--- config.mk ---
export PLATFORM = sky130hd
export DESIGN_NAME = pwmTimer
export DESIGN_NICKNAME = d
export VERILOG_FILES = /design/src/logic/timerPkg.sv /design/src/logic/eventConditioner.sv /design/src/logic/timerCore.sv /design/src/logic/timerRegs.sv /design/src/logic/pwmTimer.sv
export VERILOG_INCLUDE_DIRS = /design/src /design/src/logic
export SDC_FILE = /design/constraint.sdc
export NUM_CORES = 1
export LEC_CHECK = 0
export BUFFER_PORTS_ARGS = -buffer_cell sky130_fd_sc_hd__buf_2
export CAP_MARGIN = 15
export CORE_ASPECT_RATIO = 1.2
export CORE_MARGIN = 3
export CORE_UTILIZATION = 59
export CTS_CLUSTER_DIAMETER = 80
export DETAILED_ROUTE_END_ITERATION = 12
export GPL_ROUTABILITY_DRIVEN = 0
export PLACE_DENSITY_LB_ADDON = 0.3
export SLEW_MARGIN = 15
export SYNTH_ARGS = -nofsm -noshare
export SYNTH_HDL_FRONTEND = slang
export SYNTH_HIERARCHICAL = 1
export SYNTH_SLANG_ARGS = --single-unit
--- constraint.sdc ---
create_clock -name Clk -period 6.5 [get_ports Clk]
set_clock_uncertainty 0.1 [all_clocks]
set_input_delay 1.3 -clock Clk [delete_from_list [all_inputs] [get_ports Clk]]
set_output_delay 1.3 -clock Clk [all_outputs]
set_load 0.05 [all_outputs]
--- src/logic/timer_config.svh ---
`ifndef TIMER_CONFIG_SVH
`define TIMER_CONFIG_SVH

// Counter and register width
`define TIMER_WIDTH 16
`define NUM_EVENTS 2

// Stable cycles per filter code, minus one
`define FILTER_LEN0 3'd0
`define FILTER_LEN1 3'd3
`define FILTER_LEN2 3'd5
`define FILTER_LEN3 3'd7

`define ADDR_WIDTH 4
`define BUS_DATA_WIDTH 16

// Register word addresses
`define ADDR_CTRL 4'h0
`define ADDR_MODE 4'h1
`define ADDR_EVCFG 4'h2
`define ADDR_IEN 4'h3
`define ADDR_ISR 4'h4
`define ADDR_STATUS 4'h5
`define ADDR_VALUE 4'h6
`define ADDR_PERIOD 4'h7
`define ADDR_PERIOD_SH 4'h8
`define ADDR_COMPARE 4'h9
`define ADDR_COMPARE_SH 4'ha
`define ADDR_POLARITY 4'hb

`endif

--- src/logic/timerPkg.sv ---
`default_nettype none
`include "timer_config.svh"

package timerPkg;

  typedef enum logic [`ADDR_WIDTH-1:0] {
    CTRL       = `ADDR_CTRL,
    MODE       = `ADDR_MODE,
    EVCFG      = `ADDR_EVCFG,
    IEN        = `ADDR_IEN,
    ISR        = `ADDR_ISR,
    STATUS     = `ADDR_STATUS,
    VALUE      = `ADDR_VALUE,
    PERIOD     = `ADDR_PERIOD,
    PERIOD_SH  = `ADDR_PERIOD_SH,
    COMPARE    = `ADDR_COMPARE,
    COMPARE_SH = `ADDR_COMPARE_SH,
    POLARITY   = `ADDR_POLARITY
  } regAddrE;

  typedef enum logic [1:0] {none, rising, falling, both} edgeSelE;
  typedef enum logic [1:0] {off, event0, event1} srcSelE; // Pin that starts or stops
  typedef enum logic {idle, running} runStateE;

  typedef struct packed {
    logic                       valid;
    logic                       write;
    logic [`ADDR_WIDTH-1:0]     addr;
    logic [`BUS_DATA_WIDTH-1:0] wdata;
  } busReqT;

  typedef struct packed {
    logic                       rValid;
    logic [`BUS_DATA_WIDTH-1:0] rdata;
  } busRspT;

  typedef struct packed {
    logic [1:0] filter;             // Index into FILTER_LEN0..3
    edgeSelE    edgeSel;
  } evCfgT;

  typedef struct packed {
    logic   countDown;
    logic   singleShot;
    srcSelE startSrc;
    srcSelE stopSrc;
    logic   stopClears;
  } modeT;

  // Single-cycle pulses decoded from a CTRL write
  typedef struct packed {
    logic runSet;
    logic runClear;
    logic counterClear;
  } ctrlCmdT;

  typedef struct packed {
    logic periodMatch;
    logic compareUp;
    logic zeroDown;
    logic event0;
    logic event1;
  } irqT;

  typedef struct packed {
    modeT                    mode;
    logic [`TIMER_WIDTH-1:0] period;
    logic [`TIMER_WIDTH-1:0] compare;
  } coreCfgT;

endpackage

`default_nettype wire

--- src/logic/eventConditioner.sv ---
`default_nettype none
`include "timer_config.svh"

module eventConditioner (
  input  logic            Clk,
  input  logic            reset,
  input  logic            pin,
  input  timerPkg::evCfgT cfg,
  output logic            edgePulse
);

  logic [2:0] filtCnt;
  logic [2:0] filtLen;
  logic filt;
  logic filtQ;
  logic rise;
  logic fall;

  always_comb begin
    case (cfg.filter)
      2'd0:    filtLen = `FILTER_LEN0;
      2'd1:    filtLen = `FILTER_LEN1;
      2'd2:    filtLen = `FILTER_LEN2;
      default: filtLen = `FILTER_LEN3;
    endcase
  end

  // Pin must stay away from the filtered level for filtLen+1 cycles
  always_ff @(posedge Clk) begin
    if (reset) begin
      filtCnt <= '0;
      filt    <= 1'b0;
    end else if (pin != filt) begin
      if (filtCnt == filtLen) begin
        filt    <= pin;
        filtCnt <= '0;
      end else begin
        filtCnt <= filtCnt + 3'd1;
      end
    end else begin
      filtCnt <= '0;                    // Glitch ended, start over
    end
  end

  assign rise = filt & ~filtQ;
  assign fall = ~filt & filtQ;

  always_ff @(posedge Clk) begin
    if (reset) begin
      filtQ     <= 1'b0;
      edgePulse <= 1'b0;
    end else begin
      filtQ <= filt;
      case (cfg.edgeSel)
        timerPkg::rising:  edgePulse <= rise;
        timerPkg::falling: edgePulse <= fall;
        timerPkg::both:    edgePulse <= rise | fall;
        default:           edgePulse <= 1'b0;
      endcase
    end
  end

endmodule

`default_nettype wire

--- src/logic/timerCore.sv ---
`default_nettype none
`include "timer_config.svh"

module timerCore (
  input  logic                    Clk,
  input  logic                    reset,
  input  timerPkg::coreCfgT       cfg,
  input  timerPkg::ctrlCmdT       cmd,
  input  logic [`NUM_EVENTS-1:0]  evEdge,
  output logic [`TIMER_WIDTH-1:0] value,
  output timerPkg::runStateE      runState,
  output logic                    wrap,
  output timerPkg::irqT           irqEv,
  output logic                    pwm
);

  logic isRunning;
  logic countDown;
  logic cmpMatch;
  logic prdMatch;
  logic zeroMatch;
  logic startEv;
  logic stopEv;
  logic clearCnt;

  function automatic logic selEdge(timerPkg::srcSelE sel, logic [`NUM_EVENTS-1:0] ev);
    case (sel)
      timerPkg::event0: selEdge = ev[0];
      timerPkg::event1: selEdge = ev[1];
      default:          selEdge = 1'b0;
    endcase
  endfunction

  assign isRunning = runState == timerPkg::running;
  assign countDown = cfg.mode.countDown;

  assign cmpMatch  = value == cfg.compare;
  assign prdMatch  = value == cfg.period;
  assign zeroMatch = value == '0;

  // End of one edge-aligned cycle
  assign wrap = isRunning & (countDown ? zeroMatch : prdMatch);

  assign startEv  = selEdge(cfg.mode.startSrc, evEdge);
  assign stopEv   = selEdge(cfg.mode.stopSrc, evEdge);
  assign clearCnt = cmd.counterClear | (stopEv & cfg.mode.stopClears);

  // Pin events are added by the register block
  assign irqEv = '{periodMatch: isRunning & ~countDown & prdMatch,
                   compareUp:   isRunning & ~countDown & cmpMatch,
                   zeroDown:    isRunning & countDown & zeroMatch,
                   event0:      1'b0,
                   event1:      1'b0};

  always_ff @(posedge Clk) begin
    if (reset) begin
      runState <= timerPkg::idle;
    end else if (cmd.runSet || startEv) begin
      runState <= timerPkg::running;
    end else if (cmd.runClear || stopEv || (wrap && cfg.mode.singleShot)) begin
      runState <= timerPkg::idle;
    end
  end

  always_ff @(posedge Clk) begin
    if (reset) begin
      value <= '0;
    end else if (clearCnt) begin
      value <= countDown ? cfg.period : '0;
    end else if (isRunning) begin
      if (countDown)
        value <= zeroMatch ? cfg.period : value - 1'b1;
      else
        value <= prdMatch ? '0 : value + 1'b1;
    end
  end

  always_ff @(posedge Clk) begin
    if (reset) begin
      pwm <= 1'b0;
    end else if (isRunning) begin
      if (countDown) begin
        if (cmpMatch)       pwm <= 1'b0;
        else if (zeroMatch) pwm <= 1'b1;
      end else begin
        if (cmpMatch)       pwm <= 1'b1;
        else if (prdMatch)  pwm <= 1'b0;
      end
    end else begin
      pwm <= value > cfg.compare;       // Static level when stopped
    end
  end

endmodule

`default_nettype wire

--- src/logic/timerRegs.sv ---
`default_nettype none
`include "timer_config.svh"

module timerRegs (
  input  logic                                  Clk,
  input  logic                                  reset,
  input  timerPkg::busReqT                      req,
  output timerPkg::busRspT                      rsp,
  input  logic [`TIMER_WIDTH-1:0]               value,
  input  timerPkg::runStateE                    runState,
  input  logic                                  wrap,
  input  timerPkg::irqT                         irqEv,
  input  logic [`NUM_EVENTS-1:0]                evEdge,
  output timerPkg::coreCfgT                     cfg,
  output timerPkg::ctrlCmdT                     cmd,
  output timerPkg::evCfgT [`NUM_EVENTS-1:0]     evCfg,
  output logic                                  polarity,
  output logic                                  irq
);

  timerPkg::modeT mode;
  timerPkg::irqT ien;
  timerPkg::irqT isr;
  timerPkg::irqT isrNext;
  timerPkg::irqT evAll;
  logic [`TIMER_WIDTH-1:0] period;
  logic [`TIMER_WIDTH-1:0] periodSh;
  logic [`TIMER_WIDTH-1:0] compare;
  logic [`TIMER_WIDTH-1:0] compareSh;
  logic [`TIMER_WIDTH-1:0] wdataT;
  logic [`BUS_DATA_WIDTH-1:0] rdataNext;
  logic [`BUS_DATA_WIDTH-1:0] rdataQ;
  logic rValidQ;
  logic wrEn;
  logic rdEn;
  logic isIdle;
  logic shadowLoad;

  assign wrEn = req.valid & req.write;  // Ready is always high
  assign rdEn = req.valid & ~req.write;
  assign wdataT = req.wdata[`TIMER_WIDTH-1:0];
  assign isIdle = runState == timerPkg::idle;
  assign shadowLoad = isIdle | wrap;

  assign cmd = (wrEn && req.addr == timerPkg::CTRL) ?
               timerPkg::ctrlCmdT'(req.wdata[$bits(timerPkg::ctrlCmdT)-1:0]) : '0;

  always_ff @(posedge Clk) begin
    if (reset) begin
      mode      <= '0;
      ien       <= '0;
      evCfg     <= '0;
      polarity  <= 1'b0;
      period    <= '0;
      periodSh  <= '0;
      compare   <= '0;
      compareSh <= '0;
    end else begin
      if (wrEn && req.addr == timerPkg::MODE)
        mode <= timerPkg::modeT'(req.wdata[$bits(timerPkg::modeT)-1:0]);
      if (wrEn && req.addr == timerPkg::IEN)
        ien <= timerPkg::irqT'(req.wdata[$bits(timerPkg::irqT)-1:0]);
      if (wrEn && req.addr == timerPkg::EVCFG)
        evCfg <= req.wdata[$bits(evCfg)-1:0];
      if (wrEn && req.addr == timerPkg::POLARITY)
        polarity <= req.wdata[0];

      // Active register written directly, shadow kept in step
      if (wrEn && (req.addr == timerPkg::PERIOD || req.addr == timerPkg::PERIOD_SH))
        periodSh <= wdataT;
      if (wrEn && (req.addr == timerPkg::PERIOD || (req.addr == timerPkg::PERIOD_SH && isIdle)))
        period <= wdataT;
      else if (shadowLoad)
        period <= periodSh;             // Transfer on wrap or while idle

      if (wrEn && (req.addr == timerPkg::COMPARE || req.addr == timerPkg::COMPARE_SH))
        compareSh <= wdataT;
      if (wrEn && (req.addr == timerPkg::COMPARE || (req.addr == timerPkg::COMPARE_SH && isIdle)))
        compare <= wdataT;
      else if (shadowLoad)
        compare <= compareSh;
    end
  end

  assign cfg = '{mode: mode, period: period, compare: compare};

  always_comb begin
    evAll = irqEv;
    evAll.event0 = irqEv.event0 | evEdge[0];  // Pin edges join the core sources
    evAll.event1 = irqEv.event1 | evEdge[1];
    isrNext = isr;
    if (wrEn && req.addr == timerPkg::ISR)
      isrNext = isr & ~timerPkg::irqT'(req.wdata[$bits(timerPkg::irqT)-1:0]);
    isrNext = isrNext | (evAll & ien);        // Set beats clear
  end

  always_ff @(posedge Clk) begin
    if (reset) begin
      isr <= '0;
      irq <= 1'b0;
    end else begin
      isr <= isrNext;
      irq <= |isrNext;                  // Tracks ISR in the same cycle
    end
  end

  always_comb begin
    rdataNext = '0;
    case (req.addr)
      timerPkg::MODE:       rdataNext[$bits(timerPkg::modeT)-1:0] = mode;
      timerPkg::EVCFG:      rdataNext[$bits(evCfg)-1:0] = evCfg;
      timerPkg::IEN:        rdataNext[$bits(timerPkg::irqT)-1:0] = ien;
      timerPkg::ISR:        rdataNext[$bits(timerPkg::irqT)-1:0] = isr;
      timerPkg::STATUS:     rdataNext[0] = ~isIdle;
      timerPkg::VALUE:      rdataNext[`TIMER_WIDTH-1:0] = value;
      timerPkg::PERIOD:     rdataNext[`TIMER_WIDTH-1:0] = period;
      timerPkg::PERIOD_SH:  rdataNext[`TIMER_WIDTH-1:0] = periodSh;
      timerPkg::COMPARE:    rdataNext[`TIMER_WIDTH-1:0] = compare;
      timerPkg::COMPARE_SH: rdataNext[`TIMER_WIDTH-1:0] = compareSh;
      timerPkg::POLARITY:   rdataNext[0] = polarity;
      default:              rdataNext = '0;  // CTRL and unused words
    endcase
  end

  always_ff @(posedge Clk) begin
    if (reset) rValidQ <= 1'b0;
    else       rValidQ <= rdEn;
  end

  always_ff @(posedge Clk) begin
    if (rdEn) rdataQ <= rdataNext;
  end

  assign rsp = '{rValid: rValidQ, rdata: rdataQ};

endmodule

`default_nettype wire

--- src/logic/pwmTimer.sv ---
`default_nettype none
`include "timer_config.svh"

module pwmTimer (
  input  logic                   Clk,
  input  logic                   reset,
  input  timerPkg::busReqT       req,
  output logic                   ready,
  output timerPkg::busRspT       rsp,
  input  logic [`NUM_EVENTS-1:0] evPin,
  output logic                   pwmOut,
  output logic                   irq
);

  timerPkg::coreCfgT cfg;
  timerPkg::ctrlCmdT cmd;
  timerPkg::evCfgT [`NUM_EVENTS-1:0] evCfg;
  timerPkg::runStateE runState;
  timerPkg::irqT irqEv;
  logic [`NUM_EVENTS-1:0] evEdge;
  logic [`TIMER_WIDTH-1:0] value;
  logic wrap;
  logic pwm;
  logic polarity;

  timerRegs regs_i (
    .Clk(Clk), .reset(reset), .req(req), .rsp(rsp), .value(value),
    .runState(runState), .wrap(wrap), .irqEv(irqEv), .evEdge(evEdge),
    .cfg(cfg), .cmd(cmd), .evCfg(evCfg), .polarity(polarity), .irq(irq)
  );

  for (genvar n = 0; n < `NUM_EVENTS; n++) begin : genEvent
    eventConditioner cond_i (
      .Clk(Clk), .reset(reset), .pin(evPin[n]), .cfg(evCfg[n]), .edgePulse(evEdge[n])
    );
  end

  timerCore core_i (
    .Clk(Clk), .reset(reset), .cfg(cfg), .cmd(cmd), .evEdge(evEdge),
    .value(value), .runState(runState), .wrap(wrap), .irqEv(irqEv), .pwm(pwm)
  );

  assign ready  = 1'b1;                 // No wait states yet
  assign pwmOut = pwm ^ polarity;       // Polarity 1 gives active low

endmodule

`default_nettype wire

Word level (Yosys, flattened, before mapping)
Index checks and enable logic that the tools add are counted.
{"block": "totals", "input_bits": 26, "out_inout_bits": 20, "register_bits": 138}
{"block": "classes", "n_eq_ne": 33, "reduce_logical": 34, "n_bitwise": 31, "n_mux": 32, "addsub": 4, "n_lt_le_gt_ge": 1}
{"cell": "16-bit two-way mux", "count": 10}
{"cell": "8-bit one-hot mux with 5 select lines", "count": 1}
{"cell": "4-bit one-hot mux with 9 select lines", "count": 1}
{"cell": "16-bit equality test", "count": 2}
{"cell": "3-bit one-hot mux with 3 select lines", "count": 2}
{"cell": "16-bit by 1-bit adder with 16-bit output, second input constant", "count": 1}
{"cell": "2-bit equality test, second input constant", "count": 8}
{"cell": "4-bit by 3-bit equality test with 1-bit output, second input constant", "count": 4}
{"cell": "4-bit equality test, second input constant", "count": 4}
{"cell": "16-bit greater-than comparator", "count": 1}
{"cell": "16-bit logical NOT", "count": 1}
{"cell": "16-bit by 1-bit subtractor with 16-bit output, second input constant", "count": 1}
{"cell": "2-bit one-hot mux with 7 select lines", "count": 1}
{"cell": "1-bit bitwise AND", "count": 13}
{"cell": "1-bit logical AND", "count": 13}
{"cell": "2-bit by 1-bit equality test with 1-bit output, second input constant", "count": 6}
{"cell": "1-bit one-hot mux with 11 select lines", "count": 1}
{"cell": "5-bit bitwise AND", "count": 2}
{"cell": "1-bit two-way mux", "count": 9}
{"cell": "1-bit NOT", "count": 9}
{"cell": "4-bit by 2-bit equality test with 1-bit output, second input constant", "count": 2}
{"cell": "4-bit != test, second input constant", "count": 2}
{"cell": "2-bit nonzero test", "count": 4}
{"cell": "1-bit logical OR", "count": 7}
{"cell": "18 further kinds", "count": 30}

Depth between registers and ports, before layout
Gate-level depths: netlist of run 1.
{"block": "logic_depth", "ltp_word": 7, "ltp_mapped": 11, "mapped_depth_nobuf": 9}

By module
The synthesis of run 1 kept the hierarchy.
{"module": "timerRegs", "cells_each": 514, "area_each_um2": 4988.5, "seq_area_each_um2": 2322.2, "n_inst": 1}
{"module": "timerCore", "cells_each": 357, "area_each_um2": 2578.7, "seq_area_each_um2": 360.3, "n_inst": 1}
{"module": "eventConditioner", "cells_each": 34, "area_each_um2": 319.1, "seq_area_each_um2": 120.1, "n_inst": 2}
{"module": "pwmTimer", "cells_each": 3, "area_each_um2": 20.0, "seq_area_each_um2": 0.0, "n_inst": 1}

Worst setup path after synthesis of run 1
OpenSTA, ideal clock, no wires.
{"block": "synth_timing", "path_type": "input to register", "startpoint": "in req[18] in the netlist's numbering", "endpoint": "reg core_i.value[2]", "setup_ns": 0.091, "arrival_time_ns": 3.136, "path_stages": 8, "setup_slack_ns": 3.173, "path_buffers": 1, "cell_sequence": "inv_1 -> ha_1 -> clkbuf_1 -> and3_1 -> a21o_1 -> nor2_1 -> or4b_2 -> a311oi_1"}
{"element": "from (decl)", "line_no": "pwmTimer.sv:7", "source": "input timerPkg::busReqT req,"}
{"element": "to (signal assigned)", "line_no": "timerCore.sv:69", "source": "value <= countDown ? cfg.period : '0;"}
{"element": "to (signal assigned)", "line_no": "timerCore.sv:72", "source": "value <= zeroMatch ? cfg.period : value - 1'b1;"}
{"element": "to (signal assigned)", "line_no": "timerCore.sv:74", "source": "value <= prdMatch ? '0 : value + 1'b1;"}
{"element": "to (decl)", "line_no": "timerCore.sv:10", "source": "output logic [`TIMER_WIDTH-1:0] value,"}

==> insert_results.sql, run 1 <==
INSERT INTO impl_metrics (metric_group, metric, value, unit) VALUES
('synth', 'synth.largest_area_cell', 'sky130_fd_sc_hd__dfxtp_1', ''),
('worst_setup_path', 'worst_endpoint_data_arrival_time', '3.95', 'ns'),
('power_and_ir_drop', 'peakVddDrop', '0.177', 'mV'),
('clocking', 'clockBufferDepth', '2', ''),
('route', 'drtAntennaViolNets', '0', ''),
('finish', 'final_layout_size_suffix_gt1_share', '12.9', '%'),
('power_and_ir_drop', 'power.static_leakage', '3.21', 'nW'),
('route', 'routed_wl', '22800', 'microns'),
('worst_setup_path', 'crit_type', 'input port to flip-flop', ''),
('synth', 'yosysSeqAreaShare', '35.5', '%'),
('synth', 'synthCells', '942', ''),
('run_status', 'result_of_the_run', 'completed', ''),
('power_and_ir_drop', 'power.density', '223', 'nW/um^2'),
('sta', 'setup-tns-final', '0', 'ns'),
('clocking', 'cts_repair_resize_count', '0', ''),
('worst_setup_path', 'end_kind', 'flip-flop', ''),
('finish', 'final_core_utilization', '66.5', '%'),
('finish', 'antenna_cells', '0', ''),
('place', 'detailed_place_hpwl', '15200', 'microns'),
('global_route', 'grtUsageTotal', '29.7', '%'),
('clocking', 'h_tree_depth', '4', ''),
('sta', 'whs', '0.376', 'ns'),
('global_route', 'first_global_vias', '6908', ''),
('worst_setup_path', 'cp_slowest_cell', 'sky130_fd_sc_hd__or4b_2', ''),
('min_path', 'timing.hold.worst_path_depth', '2', ''),
('worst_setup_path', 'worstReg2RegEnd', 'regs_i/compare[3]', ''),
('floorplan', 'pin_count', '46', ''),
('synth', 'cell_with_the_most_instances_after_synthesis', 'sky130_fd_sc_hd__dfxtp_1', ''),
('sta', 'finalWorstPathRequiredPeriod', '3.72', 'ns'),
('synth', 'synth.distinct_cells', '79', ''),
('worst_setup_path', 'reg_to_reg_setup_timing_slack', '2.90', 'ns'),
('route', 'detailedRoute.firstIterationViolations', '919', ''),
('finish', 'finalNetCount', '996', ''),
('worst_setup_path', 'critical_path_required', '6.73', 'ns'),
('sta', 'final_critical_path_setup_slack', '2.78', 'ns'),
('global_route', 'grt_remaining_overflow', '0', ''),
('route', 'avgViaCountPerCell', '6.56', ''),
('worst_setup_path', 'critPathMaxStageDelay', '0.68', 'ns'),
('sta', 'slew-limit-headroom', '19.3', '%'),
('place', 'placement.setup.worst_slack', '2.43', 'ns'),
('floorplan', 'core_region_area', '13400', 'sq um'),
('sta', 'rsz0062_at_grt', 'false', ''),
('power_and_ir_drop', 'report.power.total', '1.99', 'mW'),
('synth', 'synth_ff_type', 'sky130_fd_sc_hd__dfxtp_1', ''),
('synth', 'area_fraction_of_the_dominant_cell_type_after_synthesis', '29.7', '%'),
('min_path', 'hold_path.class', 'flip-flop to flip-flop', ''),
('clocking', 'root_cell_of_the_clock_tree', 'sky130_fd_sc_hd__clkbuf_16', ''),
('floorplan', 'die_width', '114', 'microns'),
('route', 'drc_errors', '0', ''),
('synth', 'synth_commonest_cells', '122 x sky130_fd_sc_hd__dfxtp_1, 92 x sky130_fd_sc_hd__nor2_1, 77 x sky130_fd_sc_hd__mux2i_1, 75 x sky130_fd_sc_hd__nand2_1, 49 x sky130_fd_sc_hd__a21oi_1', ''),
('place', 'portBuffers', '44', ''),
('clocking', 'worst_setup_hold_path_clk_slew', '0.06', 'ns'),
('sta', 'timing.fmax', '269', 'MHz'),
('worst_setup_path', 'ff2ff_path_depth', '10', ''),
('synth', 'synth_area_per_cell', '8.73', 'sq um'),
('synth', 'yosys-top-cells-area', 'sky130_fd_sc_hd__dfxtp_1 30%, sky130_fd_sc_hd__mux2i_1 9.4%, sky130_fd_sc_hd__edfxtp_1 5.8%', ''),
('floorplan', 'num_rows', '46', ''),
('route', 'route.detailed.wl_per_inst', '20.4', 'microns'),
('sta', 'slew_violations', '0', ''),
('global_route', 'grt_start_max_net_pins', '68', ''),
('clocking', 'postCtsSetupRepairBufs', '0', ''),
('clocking', 'cts_tree', 'yes', ''),
('worst_setup_path', 'worstReg2RegStart', 'core_i/value[0]', ''),
('floorplan', 'start_util', '61.3', '%'),
('synth', 'synth.ff_latch_count', '138', ''),
('clocking', 'cts-hold-fix-buffers', '0', ''),
('synth', 'synth-async-reset-ratio', '0', '%'),
('sta', 'layout_worst_path_cycle_share', '57.2', '%'),
('global_route', 'grt_antenna_before_repair', '0', ''),
('synth', 'syn_area', '8230', 'sq um'),
('worst_setup_path', 'startpoint', 'req[16]', '');
layout make-up:
type                            count  area [sq um]
Timing Repair Buffer               56           313
Multi-Input combinational cell    686          4760
Inverter                           39           146
Tap cell                          168           210
Clock buffer                       21           472
Fill cell                        1160          4500
Sequential cell                   138          2920
Clock inverter                     11          87.6
worst max-delay path by stage:
stage                              endpoint  slack (ns)  depth (start not counted)
after CTS                   core_i/value[2]        2.86                          8
after detailed placement    core_i/value[2]        2.43                          8
after floorplan             core_i/value[2]        3.17                          8
final                       core_i/value[2]        2.78                          8
after global placement      core_i/value[2]        2.49                          8
after global routing      regs_i/period[15]        2.57                          7
worst max-delay path: cells and delay by family:
kind	cells	cell delay [ns]
buffers and inverters	2	0.44
AOI/OAI and AO/OA	2	0.77
and+or+nand+nor	4	1.44
power breakdown:
part	total (mW)	internal, mW	switching, mW
Clock	0.914	0.525	0.389
Sequential	0.891	0.876	0.0150
Combinational	0.184	0.0561	0.127
routing by layer:
layer | track usage, % | part of all wire (%) | wire, microns
met5 | 0 | 0 | 0
met4 | 14.0 | 3.8 | 864
met3 | 5.23 | 8.9 | 2040
met2 | 48.4 | 47 | 10800
met1 | 38.2 | 40 | 9150
kinds of logic (layout without fill, tap and decap cells):
| logic type | Yosys count | after routing | synth area share (%) |
|---|---|---|---|
| XOR/XNOR | 43 | 43 | 4.67 |
| buffers and inverters | 119 | 127 | 6.71 |
| flip-flops | 138 | 138 | 35.5 |
| AND/OR/NAND/NOR | 313 | 313 | 19.2 |
| AO/OA/AOI/OAI | 216 | 216 | 19.3 |
| other | 2 | 3 | 0.0913 |
| multiplexers | 79 | 79 | 9.64 |
| adder cells (fa/ha/maj) | 32 | 32 | 4.87 |
metrics by stage:
step / instances / instance area [sq um]
floorplan: 943 / 8230
global placement: 1087 / 8350
detailed placement: 1087 / 8350
CTS: 1119 / 8910
global route: 1119 / 8910
finish: 1119 / 8910
layout by cell type (no fill, tap or decap), types with 9 or more instances in the layout:
cell type	n
sky130_fd_sc_hd__a211oi_1	28
sky130_fd_sc_hd__a211oi_2	10
sky130_fd_sc_hd__a21oi_1	49
sky130_fd_sc_hd__a222oi_1	13
sky130_fd_sc_hd__a22oi_1	23
sky130_fd_sc_hd__and3_1	9
sky130_fd_sc_hd__buf_2	43
sky130_fd_sc_hd__buf_4	13
sky130_fd_sc_hd__clkbuf_16	18
sky130_fd_sc_hd__dfxtp_1	122
sky130_fd_sc_hd__edfxtp_1	16
sky130_fd_sc_hd__ha_1	32
sky130_fd_sc_hd__inv_1	37
sky130_fd_sc_hd__mux2i_1	77
sky130_fd_sc_hd__nand2_1	75
sky130_fd_sc_hd__nand3_1	29
sky130_fd_sc_hd__nand4_1	16
sky130_fd_sc_hd__nor2_1	92
sky130_fd_sc_hd__nor3_1	29
sky130_fd_sc_hd__o211ai_1	9
sky130_fd_sc_hd__o21ai_0	23
sky130_fd_sc_hd__xnor2_1	29
sky130_fd_sc_hd__xor2_1	13
state kept, by name, summed over array words and instances (netlist names):
signal and flops:
core_i/value 16, regs_i/compareSh 16, regs_i/compare 16, regs_i/periodSh 16, regs_i/period 16, regs_i/rdataQ 16
regs_i/evCfg 8, regs_i/cfg 7, genEvent.cond_i/filtCnt 6, regs_i/ien 5, regs_i/isr 5, genEvent.cond_i/edgePulse 2
genEvent.cond_i/filt 2, genEvent.cond_i/filtQ 2, core_i/pwm 1, core_i/runState 1, regs_i/irq 1, regs_i/polarity 1
regs_i/rValidQ 1
(Power assumes the default switching activity.)
==> inputs of run 2 (changes only) <==
--- a/config.mk
+++ b/config.mk
@@ -10,7 +10,7 @@
 export CAP_MARGIN = 15
 export CORE_ASPECT_RATIO = 1.2
 export CORE_MARGIN = 3
-export CORE_UTILIZATION = 59
+export CORE_UTILIZATION = 56
 export CTS_CLUSTER_DIAMETER = 80
 export DETAILED_ROUTE_END_ITERATION = 12
 export GPL_ROUTABILITY_DRIVEN = 0
==> constraint.sdc (replaced) <==
create_clock -name Clk -period 3.41 [get_ports Clk]
set_clock_uncertainty 0.1 [all_clocks]
set_input_delay 0.682 -clock Clk [delete_from_list [all_inputs] [get_ports Clk]]
set_output_delay 0.682 -clock Clk [all_outputs]
set_load 0.05 [all_outputs]
==> run 2 against run 1 <==
Against the previous run:
- design area is 2.9% higher
- critical path type is now flip-flop to flip-flop
- flip-flop and latch count stayed put
- highest routed layer unchanged
- combinational power up 99%
- largest cell class unchanged
- power increased by 91%
- first-iteration DRC count is 7.3% lower
==> insert_results.sql, run 2 (synthesized netlist as in run 1, its figures left out) <==
INSERT INTO impl_metrics (metric_group, metric, value, unit) VALUES
('route', 'drc_errors', '0', ''),
('worst_setup_path', 'crit_type', 'flip-flop to flip-flop', ''),
('global_route', 'gr-max-usage-layer', 'met2', ''),
('route', 'routed_wl', '24000', 'microns'),
('worst_setup_path', 'cpLargestDelayFamily', 'simple AND/OR/NAND/NOR gates', ''),
('min_path', 'hold_path.class', 'flip-flop to flip-flop', ''),
('global_route', 'grt_pass1_wl', '38600', 'microns'),
('clocking', 'cts_repair_resize_count', '0', ''),
('route', 'dr.pass1.iters', '5', ''),
('worst_setup_path', 'critPathMaxStageDelay', '0.61', 'ns'),
('sta', 'worst_pin_slew', '1.22', 'ns'),
('clocking', 'clockBufferDepth', '2', ''),
('clocking', 'cts.sink_count', '138', ''),
('worst_setup_path', 'critical_path_required', '3.64', 'ns'),
('route', 'vias', '7599', ''),
('global_route', 'first_global_vias', '7201', ''),
('place', 'portBuffers', '44', ''),
('floorplan', 'core_region_area', '14100', 'sq um'),
('finish', 'antenna_cells', '0', ''),
('clocking', 'root_cell_of_the_clock_tree', 'sky130_fd_sc_hd__clkbuf_16', ''),
('sta', 'whs', '0.375', 'ns'),
('finish', 'stdcell_count', '1154', ''),
('floorplan', 'num_rows', '47', ''),
('worst_setup_path', 'crit_path_buffers_inverters', '1', ''),
('floorplan', 'start_util', '58.3', '%'),
('run_status', 'result_of_the_run', 'completed', ''),
('clocking', 'postCtsSetupRepairBufs', '0', ''),
('clocking', 'worst_setup_hold_path_clk_slew', '0.06', 'ns'),
('power_and_ir_drop', 'total_switching_power', '993', 'uW'),
('worst_setup_path', 'worst_endpoint_data_arrival_time', '3.28', 'ns'),
('finish', 'n_fill_cell', '1190', ''),
('power_and_ir_drop', 'internal-power', '2.80', 'mW'),
('floorplan', 'pin_count', '46', ''),
('power_and_ir_drop', 'p_seq_share', '44.7', '%'),
('worst_setup_path', 'critical_path.cell_chain', 'xnor2_1 -> nand4_1 -> or4_1 -> mux2i_1 -> and2_1 -> nor2_4 -> buf_12 -> mux2i_1 -> a211oi_1', ''),
('finish', 'final_core_utilization', '65.0', '%'),
('worst_setup_path', 'cp_slowest_cell', 'sky130_fd_sc_hd__or4_1', ''),
('power_and_ir_drop', 'power.density', '414', 'nW/um^2'),
('floorplan', 'die_h', '139', 'microns'),
('worst_setup_path', 'crit_fanout', '29', ''),
('global_route', 'grtUsageTotal', '30.2', '%'),
('clocking', 'h_tree_depth', '4', ''),
('power_and_ir_drop', 'peakVddDrop', '0.326', 'mV'),
('global_route', 'grt_antenna_before_repair', '0', ''),
('sta', 'rsz0062_at_grt', 'false', ''),
('sta', 'slew_violations', '0', ''),
('sta', 'timing.final.hold_violations', '0', ''),
('route', 'route.detailed.wl_per_inst', '20.8', 'microns'),
('route', 'drtAntennaViolNets', '0', ''),
('floorplan', 'die_width', '117', 'microns'),
('clocking', 'cts-hold-fix-buffers', '0', ''),
('floorplan', 'die_area', '16200', 'sq um'),
('clocking', 'clk_latency', '0.43', 'ns'),
('place', 'place.detailed.instances', '1121', ''),
('route', 'detailedRoute.firstIterationViolations', '852', ''),
('finish', 'finalNetCount', '1028', ''),
('sta', 'slew-limit-headroom', '18.1', '%'),
('finish', 'area_growth', '11.5', '%'),
('worst_setup_path', 'reg_to_reg_setup_timing_slack', '0.36', 'ns'),
('worst_setup_path', 'startpoint_type', 'flip-flop', ''),
('sta', 'finalWorstPathRequiredPeriod', '3.05', 'ns'),
('global_route', 'grt_start_max_net_pins', '61', ''),
('place', 'detailed_place_hpwl', '16200', 'microns'),
('global_route', 'use_met3', '6.33', '%'),
('worst_setup_path', 'critical-path-top-cell-by-count', 'sky130_fd_sc_hd__mux2i_1', ''),
('sta', 'layout_worst_path_cycle_share', '89.6', '%'),
('clocking', 'cts_tree', 'yes', ''),
('flow_run', 'max_cap_violations', '0', ''),
('global_route', 'grtUsageMet2', '45.6', '%'),
('power_and_ir_drop', 'power.static_leakage', '3.40', 'nW'),
('finish', 'most_common_cell_after_layout_fill_and_taps_aside', 'sky130_fd_sc_hd__dfxtp_1', ''),
('finish', 'final_layout_size_suffix_gt1_share', '15.8', '%'),
('global_route', 'gr-usage-met1', '40.9', '%'),
('sta', 'setup_viol_count_final', '0', ''),
('global_route', 'grt_remaining_overflow', '0', ''),
('power_and_ir_drop', 'netSwitchingFraction', '26.2', '%'),
('finish', 'final_cell_mix', '122 x sky130_fd_sc_hd__dfxtp_1, 92 x sky130_fd_sc_hd__nor2_1, 77 x sky130_fd_sc_hd__mux2i_1', ''),
('power_and_ir_drop', 'power_frac_comb', '9.7', '%'),
('clocking', 'cts_made_buffers', '17', ''),
('sta', 'setup-tns-final', '0', 'ns'),
('power_and_ir_drop', 'power_frac_clock', '45.6', '%'),
('sta', 'timing.fmax', '327', 'MHz'),
('worst_setup_path', 'end_kind', 'flip-flop', ''),
('route', 'avgViaCountPerCell', '6.58', '');
-- run 2: cell count changes in the layout (fill, tap and decap cells not counted) --
| cell | previous run | this run |
|---|---|---|
| sky130_fd_sc_hd__buf_12 | 0 | 2 |
| sky130_fd_sc_hd__buf_4 | 13 | 42 |
| sky130_fd_sc_hd__buf_6 | 0 | 1 |
| sky130_fd_sc_hd__bufinv_16 | 0 | 1 |
| sky130_fd_sc_hd__clkbuf_16 | 18 | 17 |
| sky130_fd_sc_hd__clkinv_2 | 2 | 7 |
| sky130_fd_sc_hd__clkinv_4 | 3 | 2 |
| sky130_fd_sc_hd__clkinvlp_4 | 3 | 1 |
| sky130_fd_sc_hd__inv_6 | 2 | 1 |
| sky130_fd_sc_hd__inv_8 | 1 | 0 |
-- run 2: power by group through the flow --
| stage | logic (mW) | clock network (mW) | registers [mW] |
|---|---|---|---|
| after detailed placement | 0.360 | 0 | 1.73 |
| after global routing | 0.395 | 1.81 | 1.70 |
| after CTS | 0.361 | 1.74 | 1.70 |
| final | 0.367 | 1.73 | 1.70 |
| after global placement | 0.356 | 0 | 1.73 |
| after floorplan | 0.231 | 0 | 1.74 |
-- run 2: path summary, 6_finish.rpt --
| check | to | start | cells past startpoint |
|---|---|---|---|
| worst max-delay path | regs_i/compare[13] | regs_i/period[14] | 9 |
| worst min-delay path | regs_i/periodSh[14] | regs_i/periodSh[14] | 2 |
| worst max register to register | regs_i/compare[13] | regs_i/period[14] | 9 |
| worst min register to register | regs_i/periodSh[14] | regs_i/periodSh[14] | 2 |
-- run 2: routing by layer --
| layer | up-vias | routed length, microns |
|---|---|---|
| li1 | 3497 | - |
| met1 | 3615 | 9780 |
| met4 | 0 | 1160 |
| met5 | - | 0 |
| met3 | 90 | 2060 |
| met2 | 397 | 11000 |
-- run 2: worst register-to-register path: cells and delay by family (launching register included) --
| family | cells | cell delay, ns |
|---|---|---|
| buffers and inverters | 1 | 0.18 |
| flip-flops | 1 | 0.48 |
| AND/OR/NAND/NOR | 4 | 1.08 |
| multiplexers | 2 | 0.65 |
| AO/OA/AOI/OAI | 1 | 0.28 |
| XOR/XNOR | 1 | 0.19 |
-- run 2: area by class of cell --
type	count	area [sq um]	area share, %
multi-input cells	686	4760	51.9
flip-flops and latches	138	2920	31.9
repair buffers	88	582	6.34
clock buffers	20	447	4.87
well taps	171	214	2.33
inverters	39	146	1.60
clock inverters	12	98.8	1.08
-- run 2: metrics by stage --
step | cell area (sq um) | power, mW | worst slack (ns)
floorplan | 8230 | 1.97 | 0.701
global placement | 8620 | 2.09 | 0.519
detailed placement | 8620 | 2.09 | 0.456
CTS | 9160 | 3.80 | 0.482
global route | 9170 | 3.90 | 0.363
finish | 9170 | 3.79 | 0.356
